### src/hw/tile_buffer.sv
`timescale 1ns/1ps
`default_nettype none

// Simple dual-port memory, one write port and one registered read port
module tile_buffer #(
    parameter type payload_t = logic [15:0],
    parameter int  DEPTH     = 16,
    parameter int  AW        = $clog2(DEPTH)
) (
    input  logic          clk,
    input  logic          we,
    input  logic [AW-1:0] waddr,
    input  payload_t      wdata,
    input  logic [AW-1:0] raddr,
    output payload_t      rdata
);

    payload_t mem [DEPTH];

    ////////////////////////////////////////
    // Write port
    ////////////////////////////////////////

    always_ff @(posedge clk) begin
        if (we) begin
            mem[waddr] <= wdata;
        end
    end

    ////////////////////////////////////////
    // Read port
    ////////////////////////////////////////

    // Old data on a same-address collision
    always_ff @(posedge clk) begin
        rdata <= mem[raddr];
    end

endmodule

`default_nettype wire

### config.mk
export PLATFORM = sky130hd
export DESIGN_NAME = tile_buffer
export DESIGN_NICKNAME = d
export VERILOG_FILES = /design/src/hw/tile_buffer.sv
export SDC_FILE = /design/constraint.sdc
export NUM_CORES = 1
export LEC_CHECK = 0
export BUFFER_PORTS_ARGS = -buffer_cell sky130_fd_sc_hd__clkbuf_2
export CORE_ASPECT_RATIO = 0.6
export CORE_MARGIN = 3
export CORE_UTILIZATION = 63
export CTS_BUF_LIST = sky130_fd_sc_hd__clkbuf_4
export CTS_CLUSTER_SIZE = 16
export DETAILED_ROUTE_END_ITERATION = 8
export PLACE_DENSITY = 0.77
export SETUP_SLACK_MARGIN = 0.3
export SYNTH_ARGS = -nofsm -noshare
export SYNTH_HDL_FRONTEND = slang
export SYNTH_SLANG_ARGS = --single-unit
### constraint.sdc
create_clock -name clk -period 5 [get_ports clk]
set_input_delay 1 -clock clk [delete_from_list [all_inputs] [get_ports clk]]
set_output_delay 1 -clock clk [all_outputs]
set_load 0.02 [all_outputs]
==> Word-level counts from Yosys, hierarchy flattened <==
Memories as Yosys holds them, arrays and structs flattened. A register that Yosys moved wholly into a read port is not among the register bits.
Index checks and enable logic that the tools add are counted.
{ "totals": {"mem_bits_rw": 256, "input_bits": 26, "elab_cells": 3, "ff_bits": 0, "out_inout_bits": 16, "mem_count": 1} }
{ "memory_table": {"columns": ["name", "depth", "width", "read_ports", "rd_clocked_by_memory_dff", "wr", "line", "source"], "rows": [
  ["mem", 16, 16, 1, 1, 1, "18", "payload_t mem [DEPTH];"]
]} }
{ "classes": {"mux": 2} }
{ "ops": {"columns": ["operator", "count"], "rows": [
  ["2-to-1 mux 1 bit", 2]
]} }

==> Depth between registers and ports, before layout <==
Gate-level depths: netlist of the first run.
{ "depth": {"depth_word": 2, "depth_mapped": 5, "ltp_nobuf": 3} }

==> Worst setup path after synthesis of the first run <==
No wires, ideal clock.
{ "synth_timing": {"path_type": "input to register", "from": "input port waddr[2]", "to": "memory mem[0][0] (netlist name) (enable)", "t_arrival_ns": 2.646, "required_time_ns": 4.591, "cell_stages": 2, "setup_slack_ns": 1.945, "setup_time_ns": 0.409, "n_path_buf": 0, "cell_sequence": "or3b_2 > nor3_1"} }
{ "synth_rtl": {"columns": ["item", "line", "source"], "rows": [
  ["start, declared", "12", "input logic [AW-1:0] waddr,"],
  ["end, declared", "18", null]
]} }
Straight into the memory's write port.

==> metrics, run 1 <==
worst slack, placed between 1.5 and 2 ns; critical path, cell by cell buf_4, buf_4, mux4_1, a22oi_1, nand2_1; combinational share of power 0.052; post-synthesis mux area share 0.147; max-cap check violation count 0; Post-Synthesis Cells 432; most common cell after layout, fill and taps aside edfxtp_1; post_cts resized 0; Switching Fraction 0.208; Crit Path Class in2reg; flops & latches, synth 272; leakage 3.78 nW; P_sw 0.000936 W; Mapped Area 10000 um2; grt total ovfl 0; RSZ-0062 raised after global routing false; total length of routed wires 19300 um; H-Tree Depth 2; Clock Path Buffers 3; CTS Buf Count 57; largest family of logic cells by synthesized area multiplexers; Least-Margin Pin Slew 1.27 ns; syn nets 458; f_max 410 MHz; Skew-Pair Late Insertion Delay 0.63 ns; layout cells sized above 1 0.393; Ports 42; Worst Setup End Kind register; status finished, final reports clean; fin. max-slew vios 0; FILL cells 890; die area around 18000 um2; Power per Cell Area 397 nW/um2; GPL Wtd Cong slightly above 0.7; storage element area 8010 um2; pin count of the biggest net entering global routing 43; crit path max fanout 42; Avg Cell Area, Syn 23.2 um2; arrival time worst endpoint 2.96 ns; hpwl dp 10700 um; Hold Crit Class reg2reg; post-CTS setup buffer count 0; slowest CP cell buf_4; Compound-Gate Fraction of Synth Area 0.0239; drt pass-1 iters 5; die height 104 um; most frequent cells in the layout 256 x edfxtp_1, 97 x clkbuf_4, 54 x mux4_2; final setup TNS 0 ns; Min Clock Period, post-route 2.44 ns; Initial Util 0.650; worst stage delay on the critical path 0.63 ns; clock power share 0.378; worst path buffer plus inverter count 2; area occupied by multi-input gates 1960 um2; total clock sinks 272; antenna violations before repair 0; worst endpoint required time 5.52 ns; count of different cell masters after synthesis 19; global-route wire length before repair 29600 um; CTS hold repair buffers 0; Hold Vio Cnt, Final 0; die width ~170 um; number of global-route vias before repair 4981; crit start category primary input; simple-gate portion of the synthesized area 0.0192; clk root buf clkbuf_4; Synth Area in Adders 0; Placed Area 10500 um2; post-synthesis sequential area ratio 0.797; GRT Overall Usage 0.230; XOR/XNOR share of the synthesized area 0; part of the power in registers 0.570; Top cell by count, worst path buf_4; # setup viols final 0; post-layout net count 551; vias per cell 6.15; drt drc 0; yosys warns 0; Non-Filler Cell Area, Final 11300 um2; CORE AREA 15500 um2; Fin Hold WS 0.671 ns; post-route worst setup slack 2.56 ns; routed via count 4757; Power Internal 0.00356 W; Avg WL per Cell 25.0 um; final period utilization 0.488; VDD IR-drop max 289 uV; initial DRC count 526; Setup Skew 0.0186 ns; I/O Buffers 41; Synth-to-Final Area Change 12.7%; number of placement rows 35; antenna cell count 0; Worst-path clk slew 0.07 ns; Slew headroom 0.154; CTS tree done; Routed Antenna Nets 0; CP top delay family buffers and inverters
[final timing paths]
path / from / end / slack, ns / cells past startpoint
worst min register to register: mem[15][11] / rdata[11] / 0.67 / 3
worst max register to register: mem[11][5] / rdata[5] / 3.64 / 3
worst min-delay path: mem[15][11] / rdata[11] / 0.67 / 3
worst max-delay path: raddr[0] / rdata[4] / 2.56 / 5
[final cells by class]
cell class                 instances  area share
sequential                       272       0.708
clock inverter                     7     0.00464
tap                              203      0.0224
timing repair buffer              55      0.0276
clock buffer                      97      0.0643
multi-input combinational        139       0.173
[cells by family (layout without fill, tap and decap cells)]
| family | after synthesis | count (layout) |
|---|---|---|
| AOI/OAI and AO/OA | 32 | 32 |
| buffers and inverters | 21 | 159 |
| DFF | 272 | 272 |
| muxes | 64 | 64 |
| and+or+nand+nor | 43 | 43 |
[sequential cells by signal (all words and copies together) (netlist names)]
register  cells
mem         256
rdata        16
[per-stage QoR]
stage	total power (W)	instances	utilization
after floorplan	0.00275	432	-
after global placement	0.00284	669	0.682
after detailed placement	0.00285	669	0.682
after CTS	0.00453	773	0.732
after global routing	0.00467	773	0.732
final	0.00449	773	0.732
[Yosys cell counts, drive strengths merged]
cell	n	area, um2
or3b	1	8.76
and2	1	6.26
edfxtp	256	7690
nand3	1	5.00
nor3	4	20.0
nand2	17	63.8
nor2	13	48.8
dfxtp	16	320
nand2b	2	12.5
buf	13	93.8
nand3b	2	15.0
nor2b	2	12.5
clkbuf	8	30.0
a22oi	32	240
mux4	64	1480
[tightest hold or removal path: cells and delay by family, from the launching register on]
kind             cells  cell delay [ns]
AO/OA/AOI/OAI        1             0.06
flip-flops           1             0.31
multiplexers         1             0.22
AND/OR/NAND/NOR      1             0.06
[metal layers]
| metal | global-route usage | wire length [um] |
|---|---|---|
| met1 | 0.357 | 8320 |
| met2 | 0.337 | 9050 |
| met3 | 0.0534 | 1600 |
| met4 | 0.0672 | 369 |
| met5 | 0 | 0 |
[power by group through the flow]
| stage | registers [W] | logic [W] | clock network [W] |
|---|---|---|---|
| final | 0.00256 | 0.000233 | 0.00170 |
| after detailed placement | 0.00261 | 0.000234 | 0 |
| after global routing | 0.00257 | 0.000252 | 0.00186 |
| after CTS | 0.00256 | 0.000235 | 0.00174 |
| after floorplan | 0.00263 | 0.000124 | 0 |
| after global placement | 0.00261 | 0.000226 | 0 |
No activity file was read; power rests on OpenSTA's default activity.
==> run 2, diff against run 1 <==
Settings changed: CORE_UTILIZATION 63 to 57, PLACE_DENSITY 0.77 to 0.73.
Clock period 5 ns to 2.1 ns, I/O delays scaled along.
==> run 2 against run 1 <==
Compared with the run above: register-to-register slack got worse by 2.9 ns; die area is 10% higher; non-clock buffer count increased by 17; sequential cell count did not move; cell count rose by 6.0%; utilization down 3.8 points; critical path depth shrank 4; routed wire length up 3.0%; clock power rose by 130%; critical endpoint is now rdata[6]; largest cell class unchanged; largest power group unchanged.
==> metrics, run 2 (synthesized netlist as in run 1, its figures left out) <==
RSZ-0062 raised after global routing false; GPL Wtd Cong ~0.8; CTS hold repair buffers 0; H-Tree Depth 2; critical path, cell by cell clkbuf_2; crit start category register; combinational share of power 0.056; drt pass-1 iters 5; Avg WL per Cell 24.3 um; die width about 180 um; drt drc 0; Worst-path clk slew about 0.08 ns; pin count of the biggest net entering global routing 39; worst path buffer plus inverter count 1; Finished Core Util 0.694; Clock Path Buffers 3; Hold Vio Cnt, Final 0; status finished, final reports clean; post-layout net count 570; final period utilization 0.791; worst slack, placed 0.162 ns; Crit Path Class reg2out; Hold Crit Class in2reg; global-route wire length before repair about 30000 um; post-route worst setup slack between 0.4 and 0.5 ns; antenna cell count 0; Non-Filler Cell Area, Final 11600 um2; Ports 42; # setup viols final 0; VDD IR-drop max 524 uV; P_sw 0.00229 W; Placed Area 10900 um2; layout cells sized above 1 0.403; initial DRC count 560; CORE AREA ~17000 um2; die area 19300 um2; most common cell after layout, fill and taps aside edfxtp_1; worst stage delay on the critical path 0.40 ns; CTS tree done; crit path max fanout 1; Power Internal 0.00830 W; antenna violations before repair 1; part of the power in registers 0.576; M1 WL 8930 um; FILL cells 1078; leakage 3.91 nW; DR WL met2 9050 um; post-CTS setup buffer count 0; most frequent cells in the layout 256 x edfxtp_1, 92 x clkbuf_4, 54 x mux4_2; I/O Buffers between 40 and 50; hold path startpoint wdata[7]; Slew headroom 0.357; Min Clock Period, post-route 1.66 ns; max-cap check violation count 0; number of global-route vias before repair 5061; post_cts resized 0; total length of routed wires 19900 um; flip-flop count of the largest register after layout 256; Routed Antenna Nets 0; f_max approximately 600 MHz; final setup TNS 0 ns; worst endpoint required time 1.68 ns; grt total ovfl 0; met3 WL 1700 um; total clock sinks 272; vias per cell between 5 and 6; biggest regs mem x256, rdata x16; Least-Margin Pin Slew between 0.9 and 1 ns; clock power share 0.368; Top Layer Used met5; Synth-to-Final Area Change 15.8%; clk root buf clkbuf_4; Power per Cell Area 911 nW/um2; CTS Buf Count 59; RR Startpoint mem[1][0]; arrival time worst endpoint roughly 1.2 ns; number of placement rows 36; Fin Hold WS 0.183 ns; Initial Util 0.599; CP Launch Point rdata[6]; Biggest register mem; GRT Overall Usage 0.218; routed via count 4846; CP top delay family flip-flops; Skew-Pair Late Insertion Delay 0.64 ns; hpwl dp 11300 um; fin. max-slew vios 0; Switching Fraction 0.217; Worst Setup End Kind output pin; slowest CP cell dfxtp_1; Setup Skew about 0.013 ns; die height between 100 and 150 um
[run 2: cell count changes in the layout (fill, tap and decap cells not counted)]
cell	previous run	this run
clkbuf_4	97	92
nor3_2	4	1
clkinv_2	0	3
nor3_4	0	3
clkinv_1	6	13
bufinv_16	1	0
buf_12	0	13
buf_4	15	19
[run 2: layer usage]
layer	GRT usage	vias to the layer above
met2	0.319	215
met1	0.332	2505
met4	0.0577	2
li1	-	2103
met3	0.0616	21
met5	0	-
[run 2: path summary, 6_finish.rpt]
path	to	slack (ns)	depth (start not counted)
worst max-delay path	rdata[6]	0.44	1
worst min-delay path	mem[15][7]	0.18	1
worst max register to register	rdata[0]	0.71	3
worst min register to register	rdata[13]	0.66	3
[run 2: area by class of cell]
cell class,count,area [um2],share of cell area
clock buffer,92,691,0.0594
clock inverter,16,63.8,0.00549
multi-input combinational,139,1980,0.170
sequential,272,8010,0.688
tap,228,285,0.0245
timing repair buffer,72,603,0.0519
[run 2: power by group through the flow]
stage                     logic, W  registers [W]  clock network (W)
after floorplan           0.000297        0.00625                  0
after global placement    0.000579        0.00621                  0
after detailed placement  0.000595        0.00622                  0
after CTS                 0.000596        0.00610            0.00400
after global routing      0.000635        0.00611            0.00430
final                     0.000589        0.00610            0.00390
[run 2: per-stage QoR]
stage                     power (W)  cells
after floorplan             0.00655    432
after global placement      0.00679    711
after detailed placement    0.00682    711
after CTS                    0.0107    819
after global routing         0.0110    819
final                        0.0106    819
==> run 3, diff against run 2 <==
Settings changed: ABC_AREA set to 1, CORE_UTILIZATION 57 to 63, PLACE_DENSITY 0.73 to 0.77.
Clock period 2.1 ns to 1.68 ns, I/O delays scaled along.
==> run 3 against run 2 <==
Compared with the run above: register-to-register slack worse by 0.04 ns; critical path type unchanged; highest routed layer is now met4; routed wire length increased by 33%; synthesized area increased by 13%; first-iteration DRC count grew 78%; clock power is 34% higher; total power rose by 31%; sequential share of layout area decreased by 7.7 points; largest power group unchanged; critical path depth unchanged; die area up 2.4%.
==> metrics, run 3 <==
status finished, final reports clean; Avg WL per Cell ~18 um; Hold Vio Cnt, Final 0; Power Internal 0.0107 W; Clock Path Buffers 3; f_max 677 MHz; H-Tree Depth 2; Synth-to-Final Area Change 15.4%; flip-flop count of the largest register after layout 256; drt pass-1 iters 5; CORE AREA 17400 um2; pin count of the biggest net entering global routing 73; part of the power in registers 0.550; simple-gate portion of the synthesized area 0.204; fin cells 1439; R2R Path End rdata[2]; max-cap check violation count 0; Switching Fraction 0.228; Worst-path clk slew 0.07 ns; CTS hold repair buffers 0; Avg Cell Area, Syn 10.6 um2; number of placement rows 37; number of global-route vias before repair 7340; Synth Flop Type edfxtp_1; grt total ovfl 0; total length of routed wires 26600 um; post-synthesis sequential area ratio 0.704; layout cells sized above 1 0.174; post-layout net count between 1k and 1.5k; Biggest register mem; Setup Skew 0.0338 ns; die height 110 um; worst path buffer plus inverter count 1; R2R Setup Slk 0.67 ns; post-CTS setup buffer count 0; drt drc 0; synth cell count leaders 341 x nand2_1, 256 x edfxtp_1, 196 x inv_1, 193 x nand3_1, 19 x buf_2; Crit Path Class reg2out; total clock sinks 272; final period utilization 0.879; # setup viols final 0; most frequent cells in the layout 341 x nand2_1, 256 x edfxtp_1, 196 x inv_1; most common cell after layout, fill and taps aside nand2_1; EDFF count, synth 256; hold path startpoint wdata[5]; P_sw ~0.0032 W; combinational share of power 0.075; Yosys top cell by area edfxtp_1; post-synthesis mux area share 0; CTS Buf Count between 50 and 60; post_cts resized slightly below 50; most frequent cell after synthesis nand2_1; routed via count 7730; slowest CP cell dfxtp_4; hold path endpoint mem[5][5]; Mapped Area 11400 um2; largest family of logic cells by synthesized area simple AND/OR/NAND/NOR gates; count of different cell masters after synthesis 13; GPL Wtd Cong 0.796; biggest regs mem x256, rdata x16; # placed instances 1333; clk root buf clkbuf_4; initial DRC count 995; critical path, cell by cell buf_8; crit start category register; Least-Margin Pin Slew 0.941 ns; FILL cells 1162; Synth Area in Adders 0; Power per Cell Area 1060 nW/um2; XOR/XNOR share of the synthesized area 0; GRT Overall Usage 0.272; hpwl dp about 14000 um; crit path max fanout 1; die width 180 um; async set-reset flop share out of synthesis 0; Compound-Gate Fraction of Synth Area 0; clock power share 0.375; Hold Crit Class in2reg; yosys warns 0; worst stage delay on the critical path 0.38 ns; arrival time worst endpoint between 1 and 1.5 ns; I/O Buffers 41; RR Startpoint mem[4][2]; Routed Antenna Nets 0; syn nets 1100; Slew headroom 0.372; Min Clock Period, post-route roughly 1.5 ns; Worst Setup End Kind output pin; worst endpoint required time 1.34 ns; final setup TNS 0 ns; fin. max-slew vios 0; leakage 5.71 nW; vias per cell 5.37; die area 19800 um2; antenna violations before repair 0; post-synth top area share 0.675; global-route wire length before repair 40700 um; CP top delay family flip-flops; flops & latches, synth 272; Initial Util 0.654; worst hold stages 1; Reg2Reg Depth 6; antenna cell count 0; Synth area leaders edfxtp_1 68%, nand2_1 11%, nand3_1 8.5%; RSZ-0062 raised after global routing true; Skew-Pair Late Insertion Delay ~0.66 ns; VDD IR-drop max 770 uV; Post-Synthesis Cells 1074; Ports 42; CTS tree done
## run 3: how the worst max path moves through the flow
stage	from	endpoint	slack, ns	cells past startpoint
detailed placement	raddr[1]	rdata[2]	0.17	7
floorplan	waddr[0]	mem[12][0]	0.07	3
CTS	rdata[10]	rdata[10]	0.13	1
finish	rdata[10]	rdata[10]	0.20	1
global route	rdata[3]	rdata[3]	0.13	1
global placement	raddr[1]	rdata[2]	0.17	7
## run 3: area by class of cell
| class | instances | area, um2 | share of cell area |
|---|---|---|---|
| Timing Repair Buffer | 76 | 906 | 0.0689 |
| Sequential cell | 272 | 8030 | 0.611 |
| Tap cell | 234 | 293 | 0.0223 |
| Clock inverter | 7 | 52.6 | 0.00400 |
| Multi-Input combinational cell | 553 | 2370 | 0.180 |
| Inverter | 198 | 744 | 0.0567 |
| Clock buffer | 99 | 743 | 0.0566 |
## run 3: power by group through the flow
| stage | clock [W] | sequential (W) | combinational (W) |
|---|---|---|---|
| after floorplan | 0 | 0.00782 | 0.000517 |
| after global placement | 0 | 0.00778 | 0.000932 |
| after detailed placement | 0 | 0.00778 | 0.000953 |
| after CTS | 0.00531 | 0.00765 | 0.00102 |
| after global routing | 0.00569 | 0.00767 | 0.00115 |
| final | 0.00522 | 0.00766 | 0.00104 |
## run 3: stage by stage
stage	power [W]	instance area (um2)	util	hold WS, ns	worst slack [ns]
after global placement	0.00871	12200	0.699	0.637	0.175
final	0.0139	13100	0.755	0.0930	0.204
after CTS	0.0140	13100	0.754	0.0434	0.131
after floorplan	0.00834	11400	-	0.435	0.0662
after global routing	0.0145	13100	0.755	0.0570	0.135
after detailed placement	0.00873	12200	0.699	0.644	0.166
## run 3: cell families (layout without fill, tap and decap cells)
group         count (synthesis)  in the layout
buf+inv                     249            380
flops                       272            272
simple gates                553            553
## run 3: metal layers
metal,share of wire,vias up,wire [um],track usage
met2,0.45,411,12100,0.428
met1,0.42,3606,11300,0.392
met5,0,-,0,0
met4,0.013,0,355,0.0739
li1,-,3674,-,-
met3,0.11,39,2880,0.0620
