$ cat config.mk
export PLATFORM = sky130hd
export DESIGN_NAME = data_loader
export DESIGN_NICKNAME = d
export VERILOG_FILES = /design/src/hw/cnn_pkg.sv /design/src/hw/data_loader.sv
export VERILOG_INCLUDE_DIRS = /design/src /design/src/hw
export SDC_FILE = /design/constraint.sdc
export NUM_CORES = 1
export LEC_CHECK = 0
export ABC_AREA = 1
export BUFFER_PORTS_ARGS = -buffer_cell sky130_fd_sc_hd__buf_2
export CORE_MARGIN = 2
export CORE_UTILIZATION = 29
export DETAILED_ROUTE_END_ITERATION = 8
export SYNTH_ARGS = -nofsm -noshare
export SYNTH_HDL_FRONTEND = slang
export SYNTH_SLANG_ARGS = --single-unit
$ cat constraint.sdc
create_clock -name clk -period 15.2 [get_ports clk]
set_clock_uncertainty 0.1 [all_clocks]
set_input_delay 1.52 -clock clk [delete_from_list [all_inputs] [get_ports clk]]
set_output_delay 1.52 -clock clk [all_outputs]
set_load 0.01 [all_outputs]
$ cat src/hw/cnn_cfg.svh
`ifndef CNN_CFG_SVH
`define CNN_CFG_SVH

////////////////////////////////////////
// Datapath sizes
////////////////////////////////////////

// Signed fixed-point element
`define CNN_DATA_WIDTH   16

// 3x3 window or kernel, flattened
`define CNN_KERNEL_ELEMS 9

////////////////////////////////////////
// Buffer depths
////////////////////////////////////////

`define CNN_FM_DEPTH     18   // Windows in the feature-map buffer
`define CNN_WT_DEPTH     4    // Kernels in the weight buffer

////////////////////////////////////////
// Accumulator
////////////////////////////////////////

// Nine 32-bit products plus bias need 36 bits, rounded up
`define CNN_ACC_WIDTH    40

`endif

$ cat src/hw/cnn_pkg.sv
`default_nettype none

`include "cnn_cfg.svh"

package cnn_pkg;

    ////////////////////////////////////////
    // Payload types
    ////////////////////////////////////////

    // One signed element
    typedef logic signed [`CNN_DATA_WIDTH-1:0] elem_t;

    // One window, element 0 in the low bits
    typedef elem_t [`CNN_KERNEL_ELEMS-1:0] fm_word_t;

    // One kernel plus its bias
    typedef struct packed {
        elem_t [`CNN_KERNEL_ELEMS-1:0] coef;
        elem_t                         bias;
    } wt_word_t;

    ////////////////////////////////////////
    // Addresses and results
    ////////////////////////////////////////

    typedef logic [$clog2(`CNN_FM_DEPTH)-1:0] fm_addr_t;   // 5 bits
    typedef logic [$clog2(`CNN_WT_DEPTH)-1:0] wt_addr_t;   // 2 bits

    // MAC output, sign-extended dot product plus bias
    typedef logic signed [`CNN_ACC_WIDTH-1:0] acc_t;

endpackage

`default_nettype wire

$ cat src/hw/data_loader.sv
`timescale 1ns/1ps
`default_nettype none

`include "cnn_cfg.svh"

module data_loader (
    input  logic              clk,
    input  logic              rst,
    input  logic              init,
    input  cnn_pkg::elem_t    fm_fill,
    input  cnn_pkg::elem_t    wt_fill,
    input  logic              update,
    input  cnn_pkg::wt_addr_t update_addr,
    input  cnn_pkg::elem_t    update_value,
    output logic              fm_we,
    output cnn_pkg::fm_addr_t fm_waddr,
    output cnn_pkg::fm_word_t fm_wdata,
    output logic              wt_we,
    output cnn_pkg::wt_addr_t wt_waddr,
    output cnn_pkg::wt_word_t wt_wdata,
    output logic              load_done
);

    // Window whose elements count up from base
    function automatic cnn_pkg::fm_word_t make_window(input cnn_pkg::elem_t base);
        cnn_pkg::fm_word_t w;
        for (int i = 0; i < `CNN_KERNEL_ELEMS; i++) begin
            w[i] = cnn_pkg::elem_t'(base + i);
        end
        return w;
    endfunction

    // Kernel with counting coefficients and the given bias
    function automatic cnn_pkg::wt_word_t make_kernel(input cnn_pkg::elem_t base,
                                                      input cnn_pkg::elem_t bias);
        cnn_pkg::wt_word_t k;
        for (int i = 0; i < `CNN_KERNEL_ELEMS; i++) begin
            k.coef[i] = cnn_pkg::elem_t'(base + i);
        end
        k.bias = bias;
        return k;
    endfunction

    logic                                 busy;
    logic                                 phase;     // High in the gap cycle
    logic [$clog2(`CNN_FM_DEPTH+1)-1:0]  fm_cnt;    // Next window to write
    logic [$clog2(`CNN_WT_DEPTH+1)-1:0]  wt_cnt;    // Next kernel to write
    cnn_pkg::elem_t                       fm_fill_q;
    cnn_pkg::elem_t                       wt_fill_q;
    cnn_pkg::elem_t                       fm_base;
    cnn_pkg::elem_t                       wt_base;
    cnn_pkg::elem_t                       wt_bias;
    cnn_pkg::wt_word_t                    upd_word;
    logic                                 start_fill;
    logic                                 take_update;
    logic                                 step;

    assign start_fill  = !busy && init;
    assign take_update = !busy && !init && update;   // Init wins a tie
    assign step        = busy && !phase;             // Write slot

    // Fill rule applied to the current counters
    assign fm_base = cnn_pkg::elem_t'(fm_fill_q + 9 * fm_cnt);
    assign wt_base = cnn_pkg::elem_t'(wt_fill_q + 9 * wt_cnt);
    assign wt_bias = cnn_pkg::elem_t'(wt_fill_q + wt_cnt);

    always_comb begin
        upd_word.coef = {`CNN_KERNEL_ELEMS{update_value}};
        upd_word.bias = '0;
    end

    ////////////////////////////////////////
    // Control
    ////////////////////////////////////////

    always_ff @(posedge clk) begin
        if (rst) begin
            busy      <= 1'b0;
            phase     <= 1'b0;
            fm_cnt    <= '0;
            wt_cnt    <= '0;
            fm_we     <= 1'b0;
            wt_we     <= 1'b0;
            load_done <= 1'b0;
        end else begin
            fm_we     <= 1'b0;
            wt_we     <= 1'b0;
            load_done <= 1'b0;
            if (start_fill) begin
                busy   <= 1'b1;
                phase  <= 1'b1;
                fm_cnt <= 1;
                wt_cnt <= 1;
                fm_we  <= 1'b1;   // Word 0 of both buffers
                wt_we  <= 1'b1;
            end else if (take_update) begin
                wt_we <= 1'b1;
            end else if (busy) begin
                phase <= ~phase;
                if (step) begin
                    fm_we  <= 1'b1;
                    fm_cnt <= fm_cnt + 1'b1;
                    if (wt_cnt < `CNN_WT_DEPTH) begin
                        wt_we  <= 1'b1;
                        wt_cnt <= wt_cnt + 1'b1;
                    end
                end else if (fm_cnt == `CNN_FM_DEPTH) begin
                    busy      <= 1'b0;   // Last window went out last cycle
                    load_done <= 1'b1;
                end
            end
        end
    end

    ////////////////////////////////////////
    // Write address and data
    ////////////////////////////////////////

    always_ff @(posedge clk) begin
        if (start_fill) begin
            fm_fill_q <= fm_fill;
            wt_fill_q <= wt_fill;
            fm_waddr  <= '0;
            fm_wdata  <= make_window(fm_fill);
            wt_waddr  <= '0;
            wt_wdata  <= make_kernel(wt_fill, wt_fill);
        end else if (take_update) begin
            wt_waddr <= update_addr;
            wt_wdata <= upd_word;
        end else if (step) begin
            fm_waddr <= cnn_pkg::fm_addr_t'(fm_cnt);
            fm_wdata <= make_window(fm_base);
            wt_waddr <= cnn_pkg::wt_addr_t'(wt_cnt);
            wt_wdata <= make_kernel(wt_base, wt_bias);
        end
    end

endmodule

`default_nettype wire

Word level (Yosys, flattened, before mapping) --
Cells that the tools add are included.
Storage, ports and cells: register bits after elaboration 356, bits in latches 0, memory bits (writable) 0, bits in read-only memories 0, bits of input ports 54, output and inout port bits 314, word-level logic and storage cells 133, memories kept 0
Operators by class: $add $sub $neg 37, multiply operators 2, divide/modulo/power cells 0, magnitude comparators 1, equality and inequality tests 2, shift operators 0, mux-type cells 35, bitwise gates (word level) 3, reductions and logical operators 21
Operator list (count):
- 160-bit two-way mux | 3
- 144-bit two-way mux | 3
- 16-bit by 4-bit adder with 16-bit output, second input constant | 16
- 16-bit by 3-bit adder with 16-bit output, second input constant | 8
- 16-bit by 2-bit adder with 16-bit output, second input constant | 4
- 16-bit by 5-bit adder with 16-bit output, second input constant | 4
- 1-bit two-way mux | 27
- 16-bit by 3-bit adder with 16-bit output | 1
- 16-bit by 7-bit adder with 16-bit output | 1
- 16-bit by 9-bit adder with 16-bit output | 1
- 4-bit by 5-bit multiplier with 9-bit output, first input constant | 1
- 4-bit AND reduction | 2
- 2-bit nonzero test | 4
- 4-bit by 3-bit multiplier with 7-bit output, first input constant | 1
- 2-bit AND reduction | 3
- 3-bit AND reduction | 2
- 5-bit by 1-bit adder with 5-bit output, second input constant | 1
- 5-bit == test, second input constant | 1
- 5-bit OR reduction | 1
- 1-bit logical AND | 4
- 2-bit two-way mux | 2
- 3-bit by 1-bit adder with 3-bit output, second input constant | 1
- 1-bit logical NOT | 3
- 3-bit < comparator, second input constant | 1
- 4 further kinds | 6

Longest topological paths before layout --
Gate-level depths: netlist (run 1).
word-level depth 6, depth in mapped cells 19, gate-level depth less buffers 17

Least setup slack after synthesis (run 1) --
OpenSTA, ideal clock, no wires.
path kind input-to-reg, from input init, to register wt_wdata[0] (netlist bit) (enable), setup time 0.512 ns, data arrival time 9.188 ns, required time 14.588 ns, slack 5.400 ns, stages 10, cell sequence inv_1 -> nor2_4 -> inv_2 -> buf_2 -> buf_4 -> buf_6 -> buf_2 -> nand2_1 -> inv_1 -> nand2_1
Between the ends: longest elaborated chain between the ends 4, elaborated cells between the ends (all ways) 5, those cells by class 5 x reduce/logical
RTL lines:
- start: declaration | line data_loader.sv:9 | input logic init,
- 1-bit logical NOT | line data_loader.sv:59 | assign take_update = !busy && !init && update;
- 1-bit logical AND (2 in series) | line data_loader.sv:59
- 3-bit nonzero test (no source line) (*)
- end signal: assignment | line data_loader.sv:126 | wt_wdata <= make_kernel(wt_fill, wt_fill);
- end signal: assignment | line data_loader.sv:129 | wt_wdata <= upd_word;
- end signal: assignment | line data_loader.sv:134 | wt_wdata <= make_kernel(wt_base, wt_bias);
- end: declaration | line data_loader.sv:20 | output cnn_pkg::wt_word_t wt_wdata,
Mark *: on every way between the ends. The rest lies on a longest branch, timed or not. A chain may end at the register's enable or synchronous reset.

Worst setup path in the final report (run 1) --
from register wt_cnt[1], to register wt_wdata[73] (netlist bit) (data pin)
Between the ends: longest elaborated chain between the ends 6
RTL lines:
- start: declaration | line data_loader.sv:47 | logic [$clog2(`CNN_WT_DEPTH+1)-1:0] wt_cnt;
- start signal: assignment | line data_loader.sv:105 | wt_cnt <= wt_cnt + 1'b1;
- 4-bit by 3-bit multiplier with 7-bit output | line data_loader.sv:64 | assign wt_base = cnn_pkg::elem_t'(wt_fill_q + 9 * wt_cnt);
- 16-bit by 7-bit adder with 16-bit output | line data_loader.sv:64
- 16-bit by 3-bit adder with 16-bit output | line data_loader.sv:38 | k.coef[i] = cnn_pkg::elem_t'(base + i);
- 160-bit two-way mux | line data_loader.sv:130 | end else if (step) begin
- 160-bit two-way mux | line data_loader.sv:127 | end else if (take_update) begin
- 160-bit two-way mux | line data_loader.sv:120 | if (start_fill) begin
Every way passes these cells. The select of a mux whose other input is x is not followed.

==> results of run 1 <==
tightest hold or removal path, delay by kind of cell, from the launching register on:
| family | cells | cell delay [ns] |
|---|---|---|
| DFF | 1 | 0.32 |
| and+or+nand+nor | 2 | 0.09 |
final cells by class:
class | count | area [µm²] | area share, %
inverter | 259 | 975 | 4.16
sequential | 330 | 9710 | 41.5
tap | 873 | 1090 | 4.67
clock inverter | 27 | 403 | 1.72
antenna | 3 | 7.51 | 0.0321
clock buffer | 41 | 962 | 4.11
timing repair buffer | 377 | 1910 | 8.17
multi-input combinational | 1574 | 8350 | 35.7
final timing paths:
path / startpoint / endpoint / slack [ns]
worst max register to register: wt_cnt[1] / wt_wdata[73] / 10.41
worst min-delay path: fm_waddr[2] / fm_waddr[2] / 0.34
worst max-delay path: wt_cnt[1] / wt_wdata[73] / 10.41
worst min register to register: fm_waddr[2] / fm_waddr[2] / 0.34
stage by stage:
stage                     utilization, %  setup slack [ns]  cells  hold WS, ns
after floorplan                        -              5.40   2253        0.357
after global placement              33.0              9.95   3413        0.334
after detailed placement            33.0              9.86   3413        0.331
after CTS                           35.0             10.47   3481        0.347
after global routing                35.0             10.19   3484        0.386
final                               35.0             10.41   3484        0.343
per-layer routing:
layer	vias to the layer above	GRT usage, %
met1	8302	27.9
met4	4	8.62
met3	143	3.28
met2	817	30.0
met5	-	0
li1	8320	-
layout by cell type (no fill, tap or decap), types with 10 or more instances in the layout:
master       n
o21ai_1     23
nand4_1     43
buf_2      367
ha_1        64
clkinv_1    11
edfxtp_1   310
xor2_1      81
nor2_1     215
buf_4       10
xnor2_1     10
nor3_1      24
inv_1      242
o211ai_1    20
nand2_1    489
clkbuf_16   38
o22ai_1     12
o21ai_0    193
nor2_2      12
nand2_2     11
dfxtp_1     20
nand3_1    185
a21oi_1    115
flip-flops by register name, indices dropped and copies added, names as in the netlist, 2 cells and up:
register   count
fm_cnt         5
fm_fill_q     16
fm_waddr       5
fm_wdata     131
wt_cnt         3
wt_fill_q     16
wt_waddr       2
wt_wdata     147
where the power goes:
part / internal [mW] / leakage (nW) / switching [mW] / total (mW)
Sequential: 1.15 / 3.22 / 0.0584 / 1.21
Clock: 0.603 / 0.662 / 0.417 / 1.02
Combinational: 0.187 / 6.20 / 0.452 / 0.639
kinds of logic (layout without fill, tap and decap cells):
| kind of cell | after synthesis | count (layout) | share of synthesized area [%] |
|---|---|---|---|
| AO/OA/AOI/OAI | 408 | 408 | 11.6 |
| XOR/XNOR | 93 | 93 | 4.31 |
| adder cells (fa/ha/maj) | 70 | 70 | 4.72 |
| buffers and inverters | 349 | 704 | 7.43 |
| flip-flops | 330 | 330 | 49.8 |
| other | 0 | 3 | 0 |
| AND/OR/NAND/NOR | 1003 | 1003 | 22.2 |
==> results by group, run 1 <==
Place
  – Area after DPL: about 0.022 mm²
  – Count of input and output buffers: approximately 370
  – DPL Wire Length: between 50000 and 60000 µm
  – RD Place Congestion: around 0.96

Routing
  – Drt first-iter violations: between 2000 and 2500
  – Post-route antenna net violation count: 0
  – Final WL: between 70000 and 80000 µm
  – WL met2: roughly 31000 µm
  – Drt via density: 5.05
  – Post-Route M1 WL: 31700 µm
  – Remaining DRCs: 0
  – WL per Instance: approximately 20 µm
  – Met3 WL post-DR: between 5000 and 6000 µm
  – Top routing layer used: met5
  – Detailed-route via count: around 18000
  – First-pass DRT Iterations: 8

STA
  – Tmin final: roughly 4.8 ns
  – Period utilization: between 30% and 40%
  – Final Hold Vio Count: 0
  – Setup tns final: 0 ns
  – RSZ-0062 raised after global routing: no
  – Worst-margin pin slew: approximately 1.1 ns
  – Fmax: 209 MHz
  – Endpoints failing setup: 0
  – Slew Viols, Final: 0
  – Slew HR: between 20% and 30%

GRT
  – Global route total overflow: 0
  – Vias in the first global route: about 16000
  – Largest net degree at the start of global routing: 87
  – GRT Total Usage: approximately a fifth
  – Initial antenna violation count: 5
  – First-pass GRT wire length: ~100000 µm

Min path
  – Hold Crit Class: reg2reg
  – Hold path cells: 2

Run
  – Max-Cap Viols: 0

Worst setup path
  – Worst Setup End Kind: flip-flop
  – Delay-heaviest family, CP: adder cells
  – Startpoint Class: flip-flop
  – Reg2reg path depth: 16
  – Most frequent cell on the critical path: inv_1
  – Slowest CP cell: xor2_2
  – WP data arrival: roughly 5.1 ns
  – Crit-path max FO: 9
  – Critical path buffer and inverter count: 4
  – CP Class: reg2reg
  – Critical Path, Cell by Cell: ha_1, fa_1, nand3_1, nand3_1, xor2_2, ha_1, inv_1, nor2_1, inv_1, nor2_1, inv_1, nor2_1, inv_1, o21ai_0, nand3_1, o21ai_0
  – Worst stage delay on the critical path: 0.59 ns
  – Critical Path RT: between 15 and 20 ns
  – CP Depth: 16

Final layout
  – Layout area overhead: 20.1%
  – Number of fill cells: between 6000 and 7000
  – Fin nets: around 2700
  – Layout cell share with drive strength beyond 1: about a fifth
  – Fin area: between 0.02 and 0.025 mm²

Logic synthesis
  – Synthesized flop and latch total: between 300 and 400
  – Synth top area cells: edfxtp_1, nand2_1, o21ai_0
  – Yosys top cell area share: between 40% and 50%
  – Count leader, synth: nand2_1
  – Post-synthesis cell count: roughly 2300
  – Net Count, Synth: 2377
  – Prevailing post-synth register cell: edfxtp_1
  – YS warnings: 0
  – Fraction of registers with async set/reset: 0%
  – Yosys top cell by area: edfxtp_1
  – Library cells used by synthesis: 57
  – Post-synth top cells: nand2_1, edfxtp_1, inv_1, nor2_1, o21ai_0
  – EDFF count, synth: 310
  – Area of the mapped netlist: about 0.019 mm²
  – Avg Cell Area, Syn: just under 9 µm²
  – Sequential area share after synthesis: between 40 and 50%

Floorplan
  – Die width: between 200 and 300 µm
  – Die Y: ~260 µm
  – Initial Util: 29.2%
  – Core area: around 0.067 mm²
  – Site Rows: between 90 and 100
  – I/O Pins: 368
  – DIE AREA: 0.0693 mm²

Clocking
  – Number of clock sinks: 330
  – Skew-Pair Late Insertion Delay: a little under 0.6 ns
  – Reg clk slew, reported paths: about 0.06 ns
  – Longest Clk Path Bufs: 3
  – Hold buffers post-CTS: 0
  – Post-CTS resize count: 0
  – Cts bufs inserted: 38
  – CTS H-Tree Depth: 2
  – Post-CTS Setup Inserts: 0
  – Root buffer cell: clkbuf_16
  – CTS tree: built

Power
  – VDD IR max: ~0.069 mV
  – PD cells: between 100 and 150 mW/mm²
  – Overall power: around 2.9 mW
  – Pleak: roughly 10 nW

Outcome
  – Status: complete, no violations
Note: power is estimated with default switching activity, not from simulation.
==> run 2, diff against run 1 <==
==> constraint.sdc (replaced) <==
create_clock -name clk -period 4.1 [get_ports clk]
set_clock_uncertainty 0.1 [all_clocks]
set_input_delay 0.41 -clock clk [delete_from_list [all_inputs] [get_ports clk]]
set_output_delay 0.41 -clock clk [all_outputs]
set_load 0.01 [all_outputs]
==> results by group, run 2 (synthesized netlist as in run 1, its figures left out) <==
Outcome
  – Status: complete, no violations

Routing
  – Drt first-iter violations: around 2100
  – WL per Instance: roughly 20 µm
  – Remaining DRCs: 0
  – Detailed-route via count: ~18000
  – First-pass DRT Iterations: 5
  – Drt via density: around 5.0
  – Final WL: ~70000 µm
  – Post-route antenna net violation count: 0

STA
  – Fmax: roughly 260 MHz
  – Period utilization: between 90% and 100%
  – Tmin final: roughly 3.9 ns
  – Setup tns final: 0 ns
  – Endpoints failing setup: 0
  – Worst-margin pin slew: 0.771 ns
  – Slew HR: between 40% and 50%
  – Slew Viols, Final: 0
  – Final Hold Vio Count: 0
  – RSZ-0062 raised after global routing: no

Final layout
  – Biggest regs: wt_wdata (147), fm_wdata (131)
  – Fin nets: 2778
  – Most common cell after layout, fill and taps aside: nand2_1
  – Max FFs per register: approximately 150
  – Top reg by flops: wt_wdata
  – Layout cell share with drive strength beyond 1: 20.7%
  – Layout area overhead: 24.0%
  – Fin area: ~0.024 mm²
  – Most frequent cells in the layout: nand2_1, buf_2, edfxtp_1

Floorplan
  – Core area: about 0.067 mm²
  – DIE AREA: between 0.06 and 0.07 mm²
  – Initial Util: between 20% and 30%
  – Die width: 263 µm
  – Die Y: between 200 and 300 µm
  – Site Rows: 95
  – I/O Pins: 368

Place
  – Count of input and output buffers: 367
  – DPL Wire Length: 53400 µm
  – RD Place Congestion: roughly 0.96
  – Area after DPL: approximately 0.022 mm²

Worst setup path
  – Critical Path RT: between 4 and 5 ns
  – WP data arrival: ~4.1 ns
  – Slowest CP cell: fa_1
  – Critical Path, Cell by Cell: ha_1, ha_1, fa_1, nand3_1, nand3_2, nand2_1, nand2_1, nand2_1, nand2_1, nor2_1, nand2_1, nor2_2, buf_4, nand3_1, nand2_1, nand3_1, nand2_1, nand2_1
  – Most frequent cell on the critical path: nand2_1
  – CP Class: reg2reg
  – Startpoint Class: flip-flop
  – Crit-path max FO: 7
  – Worst stage delay on the critical path: approximately 0.44 ns
  – Worst Setup End Kind: flip-flop

Run
  – Max-Cap Viols: 0

Clocking
  – Root buffer cell: clkbuf_16
  – Reg clk slew, reported paths: 0.07 ns
  – Longest Clk Path Bufs: 3
  – Cts bufs inserted: 39
  – Number of clock sinks: 330
  – CTS H-Tree Depth: 2
  – Skew-Pair Late Insertion Delay: roughly 0.59 ns
  – CTS tree: built

GRT
  – Vias in the first global route: 16600
  – Initial antenna violation count: 5
  – Global route total overflow: 0
  – Largest net degree at the start of global routing: about 130
  – GRT Total Usage: between 10% and 20%
  – First-pass GRT wire length: roughly 100000 µm

Power
  – Pleak: 10.5 nW
  – PD cells: about 450 mW/mm²
  – VDD IR max: ~0.24 mV

Min path
  – Hold Crit Class: in2reg
[run 2: metal layers]
metal  GRT usage, %  part of all wire [%]
met5              0                 0.045
met4           6.86                   3.5
met3           3.88                   8.3
met2           30.8                    44
met1           27.4                    44
[run 2: what timing repair did]
item	in CTS	in global routing
gates resized for setup	0	10
hold buffers	19	0
endpoints found under the hold margin	22	0
setup buffers	0	2
setup endpoints to repair	0	37
[run 2: final timing paths]
path	from	end	slack, ns	cells past startpoint
min	wt_fill[9]	wt_fill_q[9]	0.04	1
min reg2reg	fm_waddr[2]	fm_waddr[2]	0.37	2
max reg2reg	wt_fill_q[1]	wt_wdata[109]	0.23	18
max	wt_fill_q[1]	wt_wdata[109]	0.23	18
[run 2: worst max-delay path: cells and delay by family, from the launching register on]
family        cells  cell delay, ns
simple gates     14            1.89
fa+ha+maj         3            0.98
flops             1            0.39
buf+inv           1            0.22
[run 2: through the flow]
step,utilization [%],std cells,setup slack [ns],hold slack [ns],power [mW]
6_report,36.2,3558,0.229,0.0384,10.8
5_1_grt,36.2,3556,0.00190,0.0296,11.3
4_1_cts,36.1,3554,0.261,0.00315,10.9
3_5_place_dp,33.7,3465,0.307,0.348,6.97
3_3_place_gp,33.7,3465,0.392,0.327,6.99
2_1_floorplan,-,2253,0.220,0.357,5.86
[run 2: final cells by class]
cell class	instances	area, µm²
fill	6945	42600
antenna	2	5.00
multi-input combinational	1574	8400
tap	873	1090
clock inverter	20	384
inverter	259	975
sequential	330	9710
timing repair buffer	450	2570
clock buffer	50	1040
[run 2: power breakdown]
part	internal, mW	switching [mW]	total (mW)	leakage, nW
sequential	4.27	0.180	4.45	3.22
combinational	0.788	1.73	2.52	6.57
clock	2.34	1.53	3.87	0.679
total	7.40	3.45	10.8	10.5
